<file path="src/prihandler_settings.svh">
// Field widths of the priority handler; include wherever the widths are needed
`ifndef PRIHANDLER_SETTINGS_SVH
`define PRIHANDLER_SETTINGS_SVH

`define PIXEL_W      4   // Tile pixel index
`define PALETTE_W    7   // Tile palette code
`define PR_A_W       4   // Layer A priority bits
`define PR_B_W       2   // Layer B priority bits
`define OBJ_PIXEL_W  8   // Sprite pixel with a zero low nibble as transparent
`define CD_W         11  // Palette code to the color RAM

`endif

</file>
<file path="src/prihandler_pkg.sv">
// Shared types of the priority handler that the RTL files reference by scoped name
`default_nettype none

`include "prihandler_settings.svh"

package prihandler_pkg;

    typedef logic [`PIXEL_W-1:0]     pixel_t;
    typedef logic [`PALETTE_W-1:0]   palette_t;
    typedef logic [`PR_A_W-1:0]      pr_a_t;
    typedef logic [`PR_B_W-1:0]      pr_b_t;
    typedef logic [`OBJ_PIXEL_W-1:0] obj_pixel_t;
    typedef logic [`CD_W-1:0]        color_code_t;

    // Layer that reaches the output
    typedef enum logic [1:0] {
        TMA = 2'b00,
        TMB = 2'b01,
        OBJ = 2'b10
    } layer_e;

    // Priority modes named by display order from front to back
    typedef enum logic [4:0] {
        PR_A,
        PR_A_B,
        PR_A_B_O,
        PR_A_BMO,       // A on top and B cutting a window out of the sprite
        PR_A_O1,
        PR_A_O2,
        PR_A_O_B,
        PR_B,
        PR_B_A,
        PR_B_A_O,
        PR_B_O,
        PR_B_O_A,
        PR_O,
        PR_O_A,
        PR_O_A_B,
        PR_O_B,
        PR_O_B_A,
        PR_A_BMO_B,
        PR_APB_O,       // A punches holes in B
        PR_APB_O_A,
        PR_B_AMO,
        PR_B_AMO_A,
        PR_BPA_O,       // B punches holes in A
        PR_BPA_O_B,
        PR_O_APB,
        PR_O_BPA
    } prmode_e;

endpackage

`default_nettype wire

</file>
<file path="src/tile_prop_if.sv">
// Delayed tile properties handed from the property shifter to the layer mixer
`timescale 1ns/100ps
`default_nettype none

interface tile_prop_if;

    prihandler_pkg::pr_a_t    a_pr;       // From A stage 4
    prihandler_pkg::palette_t a_palette;
    prihandler_pkg::pr_b_t    b_pr;       // From B stage 3
    prihandler_pkg::palette_t b_palette;

    modport shifter (
        output a_pr,
        output a_palette,
        output b_pr,
        output b_palette
    );

    modport mixer (
        input  a_pr,
        input  a_palette,
        input  b_pr,
        input  b_palette
    );

endinterface

`default_nettype wire

</file>
<file path="src/k005293_top.sv">
// Priority handler top level that ties the shifter, sprite latch and mixer to the chip pinout
`timescale 1ns/100ps
`default_nettype none

module k005293_top (
    input  logic                        i_EMU_MCLK,
    input  logic                        i_arst_n,
    input  logic                        i_EMU_CLK6MPCEN_n,
    input  logic                        i_HFLIP,
    input  logic                        i_SHIFTA1,
    input  logic                        i_SHIFTA2,
    input  logic                        i_SHIFTB,
    input  logic                        i_ABS_n1H,
    input  logic                        i_ABS_n6n7H,
    input  logic                        i_ABS_n2n3H,
    input  prihandler_pkg::pixel_t      i_A_PIXEL,
    input  prihandler_pkg::pixel_t      i_B_PIXEL,
    input  logic [15:0]                 i_OBJBUF_DATA,   // Two sprite pixels
    input  logic                        i_A_TRN_n,
    input  logic                        i_B_TRN_n,
    input  logic                        i_VHFF,
    input  prihandler_pkg::palette_t    i_VC,
    input  prihandler_pkg::pr_a_t       i_PR,
    output logic                        o_A_FLIP,
    output logic                        o_B_FLIP,
    output prihandler_pkg::color_code_t o_CD
);

    prihandler_pkg::obj_pixel_t obj_pixel;

    tile_prop_if u_prop ();

    tile_prop_shifter u_shifter (
        .i_EMU_MCLK        (i_EMU_MCLK),
        .i_arst_n          (i_arst_n),
        .i_EMU_CLK6MPCEN_n (i_EMU_CLK6MPCEN_n),
        .i_ABS_n1H         (i_ABS_n1H),
        .i_ABS_n2n3H       (i_ABS_n2n3H),
        .i_ABS_n6n7H       (i_ABS_n6n7H),
        .i_SHIFTA1         (i_SHIFTA1),
        .i_SHIFTA2         (i_SHIFTA2),
        .i_SHIFTB          (i_SHIFTB),
        .i_PR              (i_PR),
        .i_VHFF            (i_VHFF),
        .i_VC              (i_VC),
        .o_A_FLIP          (o_A_FLIP),
        .o_B_FLIP          (o_B_FLIP),
        .prop              (u_prop.shifter)
    );

    obj_pixel_latch u_obj_latch (
        .i_EMU_MCLK        (i_EMU_MCLK),
        .i_arst_n          (i_arst_n),
        .i_EMU_CLK6MPCEN_n (i_EMU_CLK6MPCEN_n),
        .i_ABS_n1H         (i_ABS_n1H),
        .i_HFLIP           (i_HFLIP),
        .i_OBJBUF_DATA     (i_OBJBUF_DATA),
        .o_obj_pixel       (obj_pixel)
    );

    layer_priority_mixer u_mixer (
        .i_EMU_MCLK        (i_EMU_MCLK),
        .i_arst_n          (i_arst_n),
        .i_EMU_CLK6MPCEN_n (i_EMU_CLK6MPCEN_n),
        .prop              (u_prop.mixer),
        .i_obj_pixel       (obj_pixel),
        .i_A_PIXEL         (i_A_PIXEL),
        .i_B_PIXEL         (i_B_PIXEL),
        .i_A_TRN_n         (i_A_TRN_n),
        .i_B_TRN_n         (i_B_TRN_n),
        .o_CD              (o_CD)
    );

endmodule

`default_nettype wire

</file>
<file path="src/layer_priority_mixer.sv">
// Priority decode of the tile and sprite layers and the registered palette code output
`timescale 1ns/100ps
`default_nettype none

module layer_priority_mixer (
    input  logic                        i_EMU_MCLK,
    input  logic                        i_arst_n,
    input  logic                        i_EMU_CLK6MPCEN_n,
    tile_prop_if.mixer                  prop,
    input  prihandler_pkg::obj_pixel_t  i_obj_pixel,
    input  prihandler_pkg::pixel_t      i_A_PIXEL,
    input  prihandler_pkg::pixel_t      i_B_PIXEL,
    input  logic                        i_A_TRN_n,
    input  logic                        i_B_TRN_n,
    output prihandler_pkg::color_code_t o_CD
);

    prihandler_pkg::prmode_e mode;
    prihandler_pkg::layer_e  layer;
    logic                    obj_trn;
    logic [2:0]              trn;   // {A, B, OBJ} set when transparent
    logic [15:0]             row;   // Layer codes for trn 7 down to 0

    assign obj_trn = (i_obj_pixel[3:0] == 4'h0);
    assign trn     = {~i_A_TRN_n, ~i_B_TRN_n, obj_trn};

    ////////////////////
    // Mode decode
    // First match wins since several codes share a mode
    always_comb begin
        casez ({prop.b_pr, prop.a_pr})
            6'b??_0101: mode = prihandler_pkg::PR_A;
            6'b?1_1101: mode = prihandler_pkg::PR_A_B;
            6'b?1_1111: mode = prihandler_pkg::PR_A_B_O;
            6'b00_1101: mode = prihandler_pkg::PR_A_BMO;
            6'b??_0111: mode = prihandler_pkg::PR_A_O1;
            6'b00_1111: mode = prihandler_pkg::PR_A_O2;
            6'b10_1111: mode = prihandler_pkg::PR_A_O_B;
            6'b01_00??: mode = prihandler_pkg::PR_B;
            6'b01_10?1: mode = prihandler_pkg::PR_B_A;
            6'b11_10?1: mode = prihandler_pkg::PR_B_A_O;
            6'b11_00??: mode = prihandler_pkg::PR_B_O;
            6'b11_1000: mode = prihandler_pkg::PR_B_O;
            6'b11_1010: mode = prihandler_pkg::PR_B_O_A;
            6'b00_00??: mode = prihandler_pkg::PR_O;
            6'b00_1?00: mode = prihandler_pkg::PR_O;
            6'b??_0100: mode = prihandler_pkg::PR_O;
            6'b??_0110: mode = prihandler_pkg::PR_O_A;
            6'b00_1110: mode = prihandler_pkg::PR_O_A;
            6'b10_1110: mode = prihandler_pkg::PR_O_A_B;
            6'b10_00??: mode = prihandler_pkg::PR_O_B;
            6'b10_1000: mode = prihandler_pkg::PR_O_B;
            6'b10_1010: mode = prihandler_pkg::PR_O_B_A;
            6'b10_1101: mode = prihandler_pkg::PR_A_BMO_B;
            6'b?1_1100: mode = prihandler_pkg::PR_APB_O;
            6'b?1_1110: mode = prihandler_pkg::PR_APB_O_A;
            6'b01_1000: mode = prihandler_pkg::PR_B_AMO;
            6'b01_1010: mode = prihandler_pkg::PR_B_AMO_A;
            6'b00_10?1: mode = prihandler_pkg::PR_BPA_O;
            6'b10_10?1: mode = prihandler_pkg::PR_BPA_O_B;
            6'b10_1100: mode = prihandler_pkg::PR_O_APB;
            6'b00_1010: mode = prihandler_pkg::PR_O_BPA;
            default:    mode = prihandler_pkg::PR_A;   // Undecoded codes show A
        endcase
    end

    ////////////////////
    // Layer table
    // Codes are 00 for A, 01 for B and 10 for the sprite with trn 7 as the leftmost pair
    always_comb begin
        case (mode)
            prihandler_pkg::PR_A:       row = 16'b00_00_00_00_00_00_00_00;
            prihandler_pkg::PR_A_B:     row = 16'b00_00_01_01_00_00_00_00;
            prihandler_pkg::PR_A_B_O:   row = 16'b00_10_01_01_00_00_00_00;
            prihandler_pkg::PR_A_BMO:   row = 16'b00_00_10_10_00_00_00_00;
            prihandler_pkg::PR_A_O1:    row = 16'b00_10_00_10_00_00_00_00;
            prihandler_pkg::PR_A_O2:    row = 16'b00_10_10_10_00_00_00_00;
            prihandler_pkg::PR_A_O_B:   row = 16'b00_10_01_10_00_00_00_00;
            prihandler_pkg::PR_B:       row = 16'b01_01_01_01_01_01_01_01;
            prihandler_pkg::PR_B_A:     row = 16'b01_01_01_01_00_00_01_01;
            prihandler_pkg::PR_B_A_O:   row = 16'b10_10_01_01_00_00_01_01;
            prihandler_pkg::PR_B_O:     row = 16'b10_10_01_01_10_10_01_01;
            prihandler_pkg::PR_B_O_A:   row = 16'b10_10_01_01_00_10_01_01;
            prihandler_pkg::PR_O:       row = 16'b10_10_10_10_10_10_10_10;
            prihandler_pkg::PR_O_A:     row = 16'b10_10_10_10_00_10_00_10;
            prihandler_pkg::PR_O_A_B:   row = 16'b10_10_01_10_00_10_00_10;
            prihandler_pkg::PR_O_B:     row = 16'b10_10_01_10_10_10_01_10;
            prihandler_pkg::PR_O_B_A:   row = 16'b10_10_01_10_00_10_01_10;
            prihandler_pkg::PR_A_BMO_B: row = 16'b00_00_01_10_00_00_00_00;
            prihandler_pkg::PR_APB_O:   row = 16'b10_10_01_01_10_10_10_10;
            prihandler_pkg::PR_APB_O_A: row = 16'b10_10_01_01_00_10_00_10;
            prihandler_pkg::PR_B_AMO:   row = 16'b01_01_01_01_10_10_01_01;
            prihandler_pkg::PR_B_AMO_A: row = 16'b01_01_01_01_00_10_01_01;
            prihandler_pkg::PR_BPA_O:   row = 16'b10_10_10_10_00_00_10_10;
            prihandler_pkg::PR_BPA_O_B: row = 16'b10_10_01_10_00_00_01_10;
            prihandler_pkg::PR_O_APB:   row = 16'b10_10_01_10_10_10_10_10;
            prihandler_pkg::PR_O_BPA:   row = 16'b10_10_10_10_00_10_10_10;
            default:                    row = 16'b00_00_00_00_00_00_00_00;
        endcase
    end

    assign layer = prihandler_pkg::layer_e'(row[2*trn +: 2]);

    ////////////////////
    // Output register
    always_ff @(posedge i_EMU_MCLK or negedge i_arst_n) begin
        if (!i_arst_n) begin
            o_CD <= '0;
        end else if (!i_EMU_CLK6MPCEN_n) begin
            case (layer)
                prihandler_pkg::TMA: o_CD <= {prop.a_palette, i_A_PIXEL};
                prihandler_pkg::TMB: o_CD <= {prop.b_palette, i_B_PIXEL};
                default:             o_CD <= {3'b000, i_obj_pixel};   // Sprite palette
            endcase
        end
    end

    a_layer_legal: assert property (@(posedge i_EMU_MCLK) disable iff (!i_arst_n)
        !i_EMU_CLK6MPCEN_n |-> layer inside {prihandler_pkg::TMA,
                                             prihandler_pkg::TMB,
                                             prihandler_pkg::OBJ})
        else $error("Layer table produced an illegal layer code");

endmodule

`default_nettype wire

</file>
<file path="src/obj_pixel_latch.sv">
// Sprite pixel pair latch that presents one pixel per half period according to flip
`timescale 1ns/100ps
`default_nettype none

module obj_pixel_latch (
    input  logic                       i_EMU_MCLK,
    input  logic                       i_arst_n,
    input  logic                       i_EMU_CLK6MPCEN_n,
    input  logic                       i_ABS_n1H,
    input  logic                       i_HFLIP,
    input  logic [15:0]                i_OBJBUF_DATA,
    output prihandler_pkg::obj_pixel_t o_obj_pixel
);

    prihandler_pkg::obj_pixel_t pixel0_q;   // Even pixel from the low byte
    prihandler_pkg::obj_pixel_t pixel1_q;   // Odd pixel from the high byte

    always_ff @(posedge i_EMU_MCLK or negedge i_arst_n) begin
        if (!i_arst_n) begin
            pixel0_q <= '0;
            pixel1_q <= '0;
        end else if (!i_EMU_CLK6MPCEN_n && !i_ABS_n1H) begin
            pixel1_q <= i_OBJBUF_DATA[15:8];
            pixel0_q <= i_OBJBUF_DATA[7:0];
        end
    end

    // The even pixel shows while 1H is low unless flipped
    assign o_obj_pixel = (i_ABS_n1H != i_HFLIP) ? pixel0_q : pixel1_q;

    a_objbuf_known: assert property (@(posedge i_EMU_MCLK) disable iff (!i_arst_n)
        (!i_EMU_CLK6MPCEN_n && !i_ABS_n1H) |-> !$isunknown(i_OBJBUF_DATA))
        else $error("Sprite buffer data unknown while latching");

endmodule

`default_nettype wire

</file>
<file path="src/tile_prop_shifter.sv">
// Strobed delay chains that carry tile priority, flip and palette for layers A and B
`timescale 1ns/100ps
`default_nettype none

module tile_prop_shifter (
    input  logic                     i_EMU_MCLK,
    input  logic                     i_arst_n,
    input  logic                     i_EMU_CLK6MPCEN_n,
    input  logic                     i_ABS_n1H,
    input  logic                     i_ABS_n2n3H,
    input  logic                     i_ABS_n6n7H,
    input  logic                     i_SHIFTA1,
    input  logic                     i_SHIFTA2,
    input  logic                     i_SHIFTB,
    input  prihandler_pkg::pr_a_t    i_PR,
    input  logic                     i_VHFF,
    input  prihandler_pkg::palette_t i_VC,
    output logic                     o_A_FLIP,
    output logic                     o_B_FLIP,
    tile_prop_if.shifter             prop
);

    prihandler_pkg::pr_a_t    a_pr_q   [1:4];
    logic                     a_flip_q [1:4];
    prihandler_pkg::palette_t a_pal_q  [1:4];
    prihandler_pkg::pr_b_t    b_pr_q   [1:3];
    logic                     b_flip_q [1:3];
    prihandler_pkg::palette_t b_pal_q  [1:3];

    logic [4:1] a_shift;    // Active-high load per stage
    logic [3:1] b_shift;

    ////////////////////
    // Strobe decode
    assign a_shift = {~i_SHIFTA2, ~i_SHIFTA1,
                      ~(i_ABS_n1H | i_ABS_n6n7H), ~(i_ABS_n1H | i_ABS_n2n3H)};
    assign b_shift = {~i_SHIFTB, ~(i_ABS_n1H | i_ABS_n2n3H), ~(i_ABS_n1H | i_ABS_n6n7H)};

    ////////////////////
    // Delay chains
    always_ff @(posedge i_EMU_MCLK or negedge i_arst_n) begin
        if (!i_arst_n) begin
            for (int i = 1; i <= 4; i++) begin
                a_pr_q[i]   <= '0;
                a_flip_q[i] <= 1'b0;
                a_pal_q[i]  <= '0;
            end
            for (int j = 1; j <= 3; j++) begin
                b_pr_q[j]   <= '0;
                b_flip_q[j] <= 1'b0;
                b_pal_q[j]  <= '0;
            end
        end else if (!i_EMU_CLK6MPCEN_n) begin
            if (a_shift[1]) begin   // Pixel 3 of the character
                a_pr_q[1]   <= i_PR;
                a_flip_q[1] <= i_VHFF;
                a_pal_q[1]  <= i_VC;
            end
            for (int i = 2; i <= 4; i++) begin
                if (a_shift[i]) begin
                    a_pr_q[i]   <= a_pr_q[i-1];
                    a_flip_q[i] <= a_flip_q[i-1];
                    a_pal_q[i]  <= a_pal_q[i-1];
                end
            end
            if (b_shift[1]) begin   // Pixel 7 with only two B priority bits
                b_pr_q[1]   <= i_PR[1:0];
                b_flip_q[1] <= i_VHFF;
                b_pal_q[1]  <= i_VC;
            end
            for (int j = 2; j <= 3; j++) begin
                if (b_shift[j]) begin
                    b_pr_q[j]   <= b_pr_q[j-1];
                    b_flip_q[j] <= b_flip_q[j-1];
                    b_pal_q[j]  <= b_pal_q[j-1];
                end
            end
        end
    end

    assign o_A_FLIP       = a_flip_q[3];   // One stage ahead of the A palette
    assign o_B_FLIP       = b_flip_q[3];
    assign prop.a_pr      = a_pr_q[4];
    assign prop.a_palette = a_pal_q[4];
    assign prop.b_pr      = b_pr_q[3];
    assign prop.b_palette = b_pal_q[3];

    a_strobe_known: assert property (@(posedge i_EMU_MCLK) disable iff (!i_arst_n)
        !i_EMU_CLK6MPCEN_n |-> !$isunknown({i_ABS_n1H, i_ABS_n2n3H, i_ABS_n6n7H,
                                            i_SHIFTA1, i_SHIFTA2, i_SHIFTB}))
        else $error("Timing strobe unknown on an enabled edge");

endmodule

`default_nettype wire
</file>
<file path="config.mk">
export PLATFORM = sky130hd
export DESIGN_NAME = k005293_top
export DESIGN_NICKNAME = d
export VERILOG_FILES = /design/src/prihandler_pkg.sv /design/src/tile_prop_if.sv /design/src/k005293_top.sv /design/src/layer_priority_mixer.sv /design/src/obj_pixel_latch.sv /design/src/tile_prop_shifter.sv
export VERILOG_INCLUDE_DIRS = /design/src
export SDC_FILE = /design/constraint.sdc
export NUM_CORES = 1
export LEC_CHECK = 0
export BUFFER_PORTS_ARGS = -buffer_cell sky130_fd_sc_hd__buf_2
export CORE_MARGIN = 3
export CORE_UTILIZATION = 59
export DETAILED_ROUTE_END_ITERATION = 8
export GPL_TIMING_DRIVEN = 0
export PLACE_DENSITY_LB_ADDON = 0.25
export SKIP_CTS_REPAIR_TIMING = 1
export SYNTH_ARGS = -nofsm -noshare
export SYNTH_HDL_FRONTEND = slang
export SYNTH_SLANG_ARGS = --single-unit
</file>
<file path="constraint.sdc">
create_clock -name i_EMU_MCLK -period 4 [get_ports i_EMU_MCLK]
set_input_delay 0.4 -clock i_EMU_MCLK [delete_from_list [all_inputs] [get_ports i_EMU_MCLK]]
set_output_delay 0.4 -clock i_EMU_MCLK [all_outputs]
set_load 0.02 [all_outputs]
</file>
# After elaboration in Yosys (flattened, before gate mapping)
# Memory sizes are Yosys's and may differ from the RTL's.
# Cells that the tools add are included.
[classes] shifts=1 bitwise=10 n_eq_ne=32 n_reduce_logical=15 muxes=3
[op_table] operator="$pmux W5 S26" n=1
[op_table] operator="$eq A6 B6 Y1 const B" n=8
[op_table] operator="$eq A5 B5 Y1 const B" n=6
[op_table] operator="$eq A6 B4 Y1 const B" n=4
[op_table] operator="$pmux W11 S2" n=1
[op_table] operator="$eq A4 B3 Y1 const B" n=5
[op_table] operator="$shiftx A16 B5 Y2" n=1
[op_table] operator="$eq A6 B5 Y1 const B" n=2
[op_table] operator="$eq A5 B3 Y1 const B" n=2
[op_table] operator="$reduce_and A2 Y1" n=5
[op_table] operator="$eq A4 B4 Y1 const B" n=2
[op_table] operator="$logic_not A4 Y1" n=2
[op_table] operator="$mux W8" n=1
[op_table] operator="$not A1 Y1" n=8
[op_table] operator="$reduce_or A2 Y1" n=3
[op_table] operator="$eq A5 B4 Y1 const B" n=1
[op_table] operator="$reduce_or A3 Y1" n=1
[op_table] operator="$eq A2 B1 Y1 const B" n=1
[op_table] operator="$logic_not A1 Y1" n=2
[op_table] operator="$logic_not A2 Y1" n=1
[op_table] operator="$or A1 B1 Y1" n=2
[op_table] operator="$logic_and A1 B1 Y1" n=1
[op_table] operator="$ne A1 B1 Y1" n=1
[totals] out_inout_bits=13 mem_bits_ro=512 inputBits=48 memories=1 reg_bits=104 elab_cells=85
[mem_list] name="(no name shown)" words=32 width=16 rd=1 rd_ports_with_merged_regs=0 wr=0 line="layer_priority_mixer.sv:71" rtl="case (mode)"

# Longest topological paths before layout
# An unclocked memory read counts as a cell.
[logic_depth] word_depth=7 depth_mapped=16 mapped_depth_nobuf=13

# Hierarchy
# From an unflattened synthesis, not the netlist that was laid out.
[hier_totals] hier_cells=488 area_unflattened_um2=5878.1
[by_module_without_submodules] module="tile_prop_shifter" area_per_inst_um2=3050.4 cells_per_inst=185 n_inst=1
[by_module_without_submodules] module="layer_priority_mixer" area_per_inst_um2=2103.3 cells_per_inst=260 n_inst=1
[by_module_without_submodules] module="obj_pixel_latch" area_per_inst_um2=724.4 cells_per_inst=43 n_inst=1

# Worst setup path after synthesis
# No wires, ideal clock.
[synth_path] path_type="flip-flop to flip-flop" from="register u_shifter.a_pr_q (netlist bit u_shifter.prop.a_pr[3])" to="register u_mixer.o_CD[8]" required_ps=3879 path_buffers=2 path_slack_ps=911 arrival_ps=2968 stages_incl_launch_ff=14 path_cell_list="dfrtp_1 buf_6 nor2_2 o22ai_1 a32o_1 or3_4 ha_1 or2b_1 a21oi_1 nand4_1 a21oi_2 buf_6 mux2_2 a22o_1"
[synth_via] elab_chain_cells=7 word_cells_on_any_way=41 classes_between="31 x eq/ne; 1 x shift; 2 x mux; 6 x reduce/logical; 1 x memory"
[synth_lines] element="start: declaration" line="tile_prop_shifter.sv:23" rtl="prihandler_pkg::pr_a_t a_pr_q [1:4];"
[synth_lines] element="start signal: indexed assignment" line="tile_prop_shifter.sv:61" rtl="a_pr_q[i] <= a_pr_q[i-1];"
[synth_lines] element="$eq A5 B3 Y1 (tied with other cells)" line="layer_priority_mixer.sv:31" rtl="casez ({prop.b_pr, prop.a_pr})"
[synth_lines] element="$reduce_or A3 Y1 (no line) / $reduce_or A2 Y1 (equally long branches)"
[synth_lines] element="$pmux W5 S26 (*)" line="layer_priority_mixer.sv:31"
[synth_lines] element="$mem_v2 Z32 W16 (*)"
[synth_lines] element="$shiftx A16 B5 Y2 (*)" line="layer_priority_mixer.sv:102" rtl="assign layer = prihandler_pkg::layer_e'(row[2*trn +: 2]);"
[synth_lines] element="$eq A2 B1 Y1 / $logic_not A2 Y1 (equally long branches)" line="layer_priority_mixer.sv:110" rtl="case (layer)"
[synth_lines] element="$pmux W11 S2 (*)" line="layer_priority_mixer.sv:110"
[synth_lines] element="end signal: assignment" line="layer_priority_mixer.sv:111" rtl="prihandler_pkg::TMA: o_CD <= {prop.a_palette, i_A_PIXEL};"
[synth_lines] element="end signal: assignment" line="layer_priority_mixer.sv:112" rtl="prihandler_pkg::TMB: o_CD <= {prop.b_palette, i_B_PIXEL};"
[synth_lines] element="end signal: assignment" line="layer_priority_mixer.sv:113" rtl="default: o_CD <= {3'b000, i_obj_pixel};"
[synth_lines] element="end: declaration" line="layer_priority_mixer.sv:15" rtl="output prihandler_pkg::color_code_t o_CD"
# Every way passes the cells marked *; elsewhere a longest branch is shown, timed or not.
# A chain may end at the register's enable or synchronous reset.

# Final worst setup path
[layout_path] from="register u_shifter.a_pr_q (netlist bit u_shifter.prop.a_pr[3])" to="register u_mixer.o_CD[5]"
# The elaborated chain is that of the path after synthesis.

==> flow_summary.yaml <==
power_and_ir_drop:
  combPwrFrac_pct: 45.7
  power.switching_fraction_pct: 39.61
  irDropWorstVdd_v: 0.0003332
  cellLeakagePower_nw: 2.656
  clockPowerShare_pct: 16.2
  power_report.internal_total_w: 0.002515
  seq_power_share_pct: 38.1
  p_per_area_nw_per_um2: 690.1
  p_switching_w: 0.001650
sta:
  post-route-period-util_pct: 95.25
  rsz0062_at_grt: "no"
  final.setup.tns_ns: 0
  final-hold-violation-count: 0
  timing.slew.headroom_pct: 51.07
  worst_setup_margin_ns: 0.1900
  final-setup-viol-count: 0
  fmaxAchievable_mhz: 262.5
  final_max_slew_viol_count: 0
  tightest_slew_ns: 0.7155
  finalCriticalPeriod_ns: 3.810
  worst_clock_skew_ns: 0.01210
route:
  total_routed_wire_length_on_the_met1_layer_mm: 5.175
  wl_per_cell_um: 18.64
  via_per_inst: 6.174
  finalWirelength_mm: 11.65
  drc_violations: 0
  route.met3.wl_um: 566
  ant_nets: 0
  drt-pass1-iter-count: 4
  drc_marker_count_from_the_first_detailed_route_iteration: 157
  route.top_layer_used: "met4"
  dr_total_vias: 3859
  wl_met2_mm: 5.751
synth:
  syn_area_um2: 5350
  yosysTopAreaCellShare_pct: 48.64
  asyncSetResetFlopFracSynth_pct: 100.0
  ys.flop_type: "dfrtp_1"
  netlist_top_cells_area: "dfrtp_1, mux2_2, mux2i_1"
  synth.net_count: 494
  synth_cells: 441
  ys.warnings.count: 0
  ys_seq_elements: 104
  synth_cell_types: 70
  avg_synthesized_cell_area_um2: 12.13
  synth_sequential_area_ratio_pct: 48.64
  synth_largest_area_cell: "dfrtp_1"
  synth-edff-count: 0
worst_setup_path:
  reg2reg_depth: 14
  setup.worst_path.end_class: "register"
  criticalPathCategory: "reg -> reg"
  worst_ep_arrival_time_ns: 4.02
  rrSetupSlack_ns: 0.19
  critical_path.startpoint_type: "register"
  critPathCapture: "u_mixer.o_CD[5]"
  timing.critical_path.fanout_max: 10
  critical_path_required_ns: 4.21
  worst_flop_to_flop_path_startpoint: "u_shifter.prop.a_pr[3]"
  reg2reg_to: "u_mixer.o_CD[5]"
  cp-startpoint: "u_shifter.prop.a_pr[3]"
die:
  die_w_um: 101.2
  die-area_um2: 10250
  io_pins: 61
  dieHeight_um: 101.2
  core_area_um2: 8763
  start_util_pct: 61.05
  rows: 34
placed_design:
  placement.cell_area_um2: 5806
  dp_hpwl_mm: 8.474
  weighted_congestion_reported_at_the_end_of_routability_driven_placement: 0.9169
  detailedPlace.worstSlack_ns: 0.3044
  placement.io_buffers: 58
global_route:
  globalRouteOverflowTotal: 0
  grt_first_pass_wirelength_mm: 19.06
  track_usage_pct: 23.85
  antenna_found_initial: 0
  first_global_vias: 3788
  largest_net_degree_at_the_start_of_global_routing: 77
clock_tree:
  tritoncts: "done"
  cts_made_buffers: 9
  path_clk_slew_ns: 0.11
  ctsRootBufferMaster: "clkbuf_8"
  clock_tree.buffer_depth: 2
  cts.htree.levels: 3
  clock_insertion_delay_worst_skew_ns: 0.37
  numClockSinks: 104
final_layout:
  layout.filler_cells: 642
  seq_area_um2: 2603
  layout.cells.most_common: "dfrtp_1"
  fin_area_um2: 6036
  final_cell_mix: "dfrtp_1, mux2_2, buf_2"
  antennaDiodeCount: 0
  multi_input_comb_area_um2: 2456
  drive_above_1_share_pct: 40.81
  nets_finish: 565
  area_growth_pct: 12.82
worst_hold_path:
  hold_class: "in -> reg"
run:
  max-cap-violations: 0
outcome:
  outcome: "finished clean"
## routing by layer
metal / track usage [%] / vias to the layer above
met4: 5.930 / 0
met1: 32.69 / 1937
met3: 4.614 / 15
met5: 0 / -
li1: - / 1782
met2: 39.39 / 125
## worst max-delay path, stage by stage, from the launching register on
cell and delay [ns]:
dfrtp_1 0.46, buf_6 0.17, nor2_2 0.13, o22ai_1 0.09, a32o_1 0.20, or3_4 0.42
inv_1 0.10, ha_1 0.28, nor4bb_1 0.25, a21oi_1 0.08, a41o_1 0.27, o221ai_2 0.20
nand3_2 0.18, a2111oi_0 0.70, a221oi_1 0.10
## registers in the layout, summed over array words and instances, names as in the netlist, 2 cells and up
name / flops
u_shifter.b_pal_q: 14
u_shifter.prop.a_pr: 4
u_shifter.a_flip_q: 2
u_obj_latch.pixel0_q: 8
u_shifter.b_pr_q: 4
u_shifter.prop.b_palette: 7
u_shifter.prop.a_palette: 7
u_shifter.a_pr_q: 12
u_mixer.o_CD: 11
u_shifter.prop.b_pr: 2
u_obj_latch.pixel1_q: 8
u_shifter.a_pal_q: 21
u_shifter.b_flip_q: 2
## cell type report
cell class | instances | area share, %
Sequential cell | 104 | 43.12
Inverter | 14 | 0.8706
Timing Repair Buffer | 60 | 5.473
Clock buffer | 9 | 2.052
Clock inverter | 7 | 1.596
Multi-Input combinational cell | 289 | 40.69
Tap cell | 108 | 2.239
Buffer | 34 | 3.959
## cells by family (layout without fill, tap and decap cells)
kind of cell	Yosys count	after routing	share of synthesized area, %
xor+xnor	1	1	0.1637
buf+inv	48	124	5.449
flops	104	104	48.64
fa+ha+maj	5	5	1.169
simple gates	86	86	9.238
compound gates	90	90	13.05
mux	107	107	22.29
## worst min path at each step
stage	startpoint	end	slack [ns]	cells after the start
6_report	i_OBJBUF_DATA[12]	u_obj_latch.pixel1_q[4]	0.25	2
5_1_grt	i_PR[2]	u_shifter.a_pr_q[14]	0.24	2
4_1_cts	i_arst_n	u_shifter.prop.b_palette[0]	-0.06	1
3_5_place_dp	i_arst_n	u_obj_latch.pixel0_q[5]	0.36	1
3_3_place_gp	u_shifter.b_pr_q[2]	u_shifter.prop.b_pr[0]	0.46	2
2_1_floorplan	i_arst_n	u_mixer.o_CD[0]	0.10	0
## synthesized netlist by cell type (all sizes together) (3+ instances only)
cell and count:
o221ai 5, nand2b 4, mux2 97, a22o 5, a2111oi 9, nor4b 3, nor3 4, and2 3
a32oi 3, o22ai 5, nand4 3, ha 5, clkbuf 10, o211ai 4, nor2b 5, inv 14
dfrtp 104, o21ai 14, a221oi 10, nand2 16, a21oi 14, and2b 9, nor2 20, mux2i 10
buf 21, nand3 3
## metrics by stage
step / util, % / hold WS [ns] / power, W / instances
final: 68.87 / 0.2544 / 0.004165 / 625
after global routing: 68.87 / 0.2361 / 0.004441 / 625
after CTS: 68.76 / -0.05594 / 0.004162 / 624
after detailed placement: 66.25 / 0.3556 / 0.003474 / 608
after global placement: 65.91 / 0.4591 / 0.003421 / 607
after floorplan: - / 0.1044 / 0.002967 / 441
## power groups by stage
stage / Combinational (W) / Clock (W) / Sequential (W)
after detailed placement: 0.00187 / 0 / 0.00160
after global routing: 0.00207 / 0.000737 / 0.00163
after CTS: 0.00189 / 0.000690 / 0.00159
after global placement: 0.00184 / 0 / 0.00158
after floorplan: 0.00136 / 0 / 0.00161
final: 0.00190 / 0.000674 / 0.00159
Power figures use the tool's default switching activity.
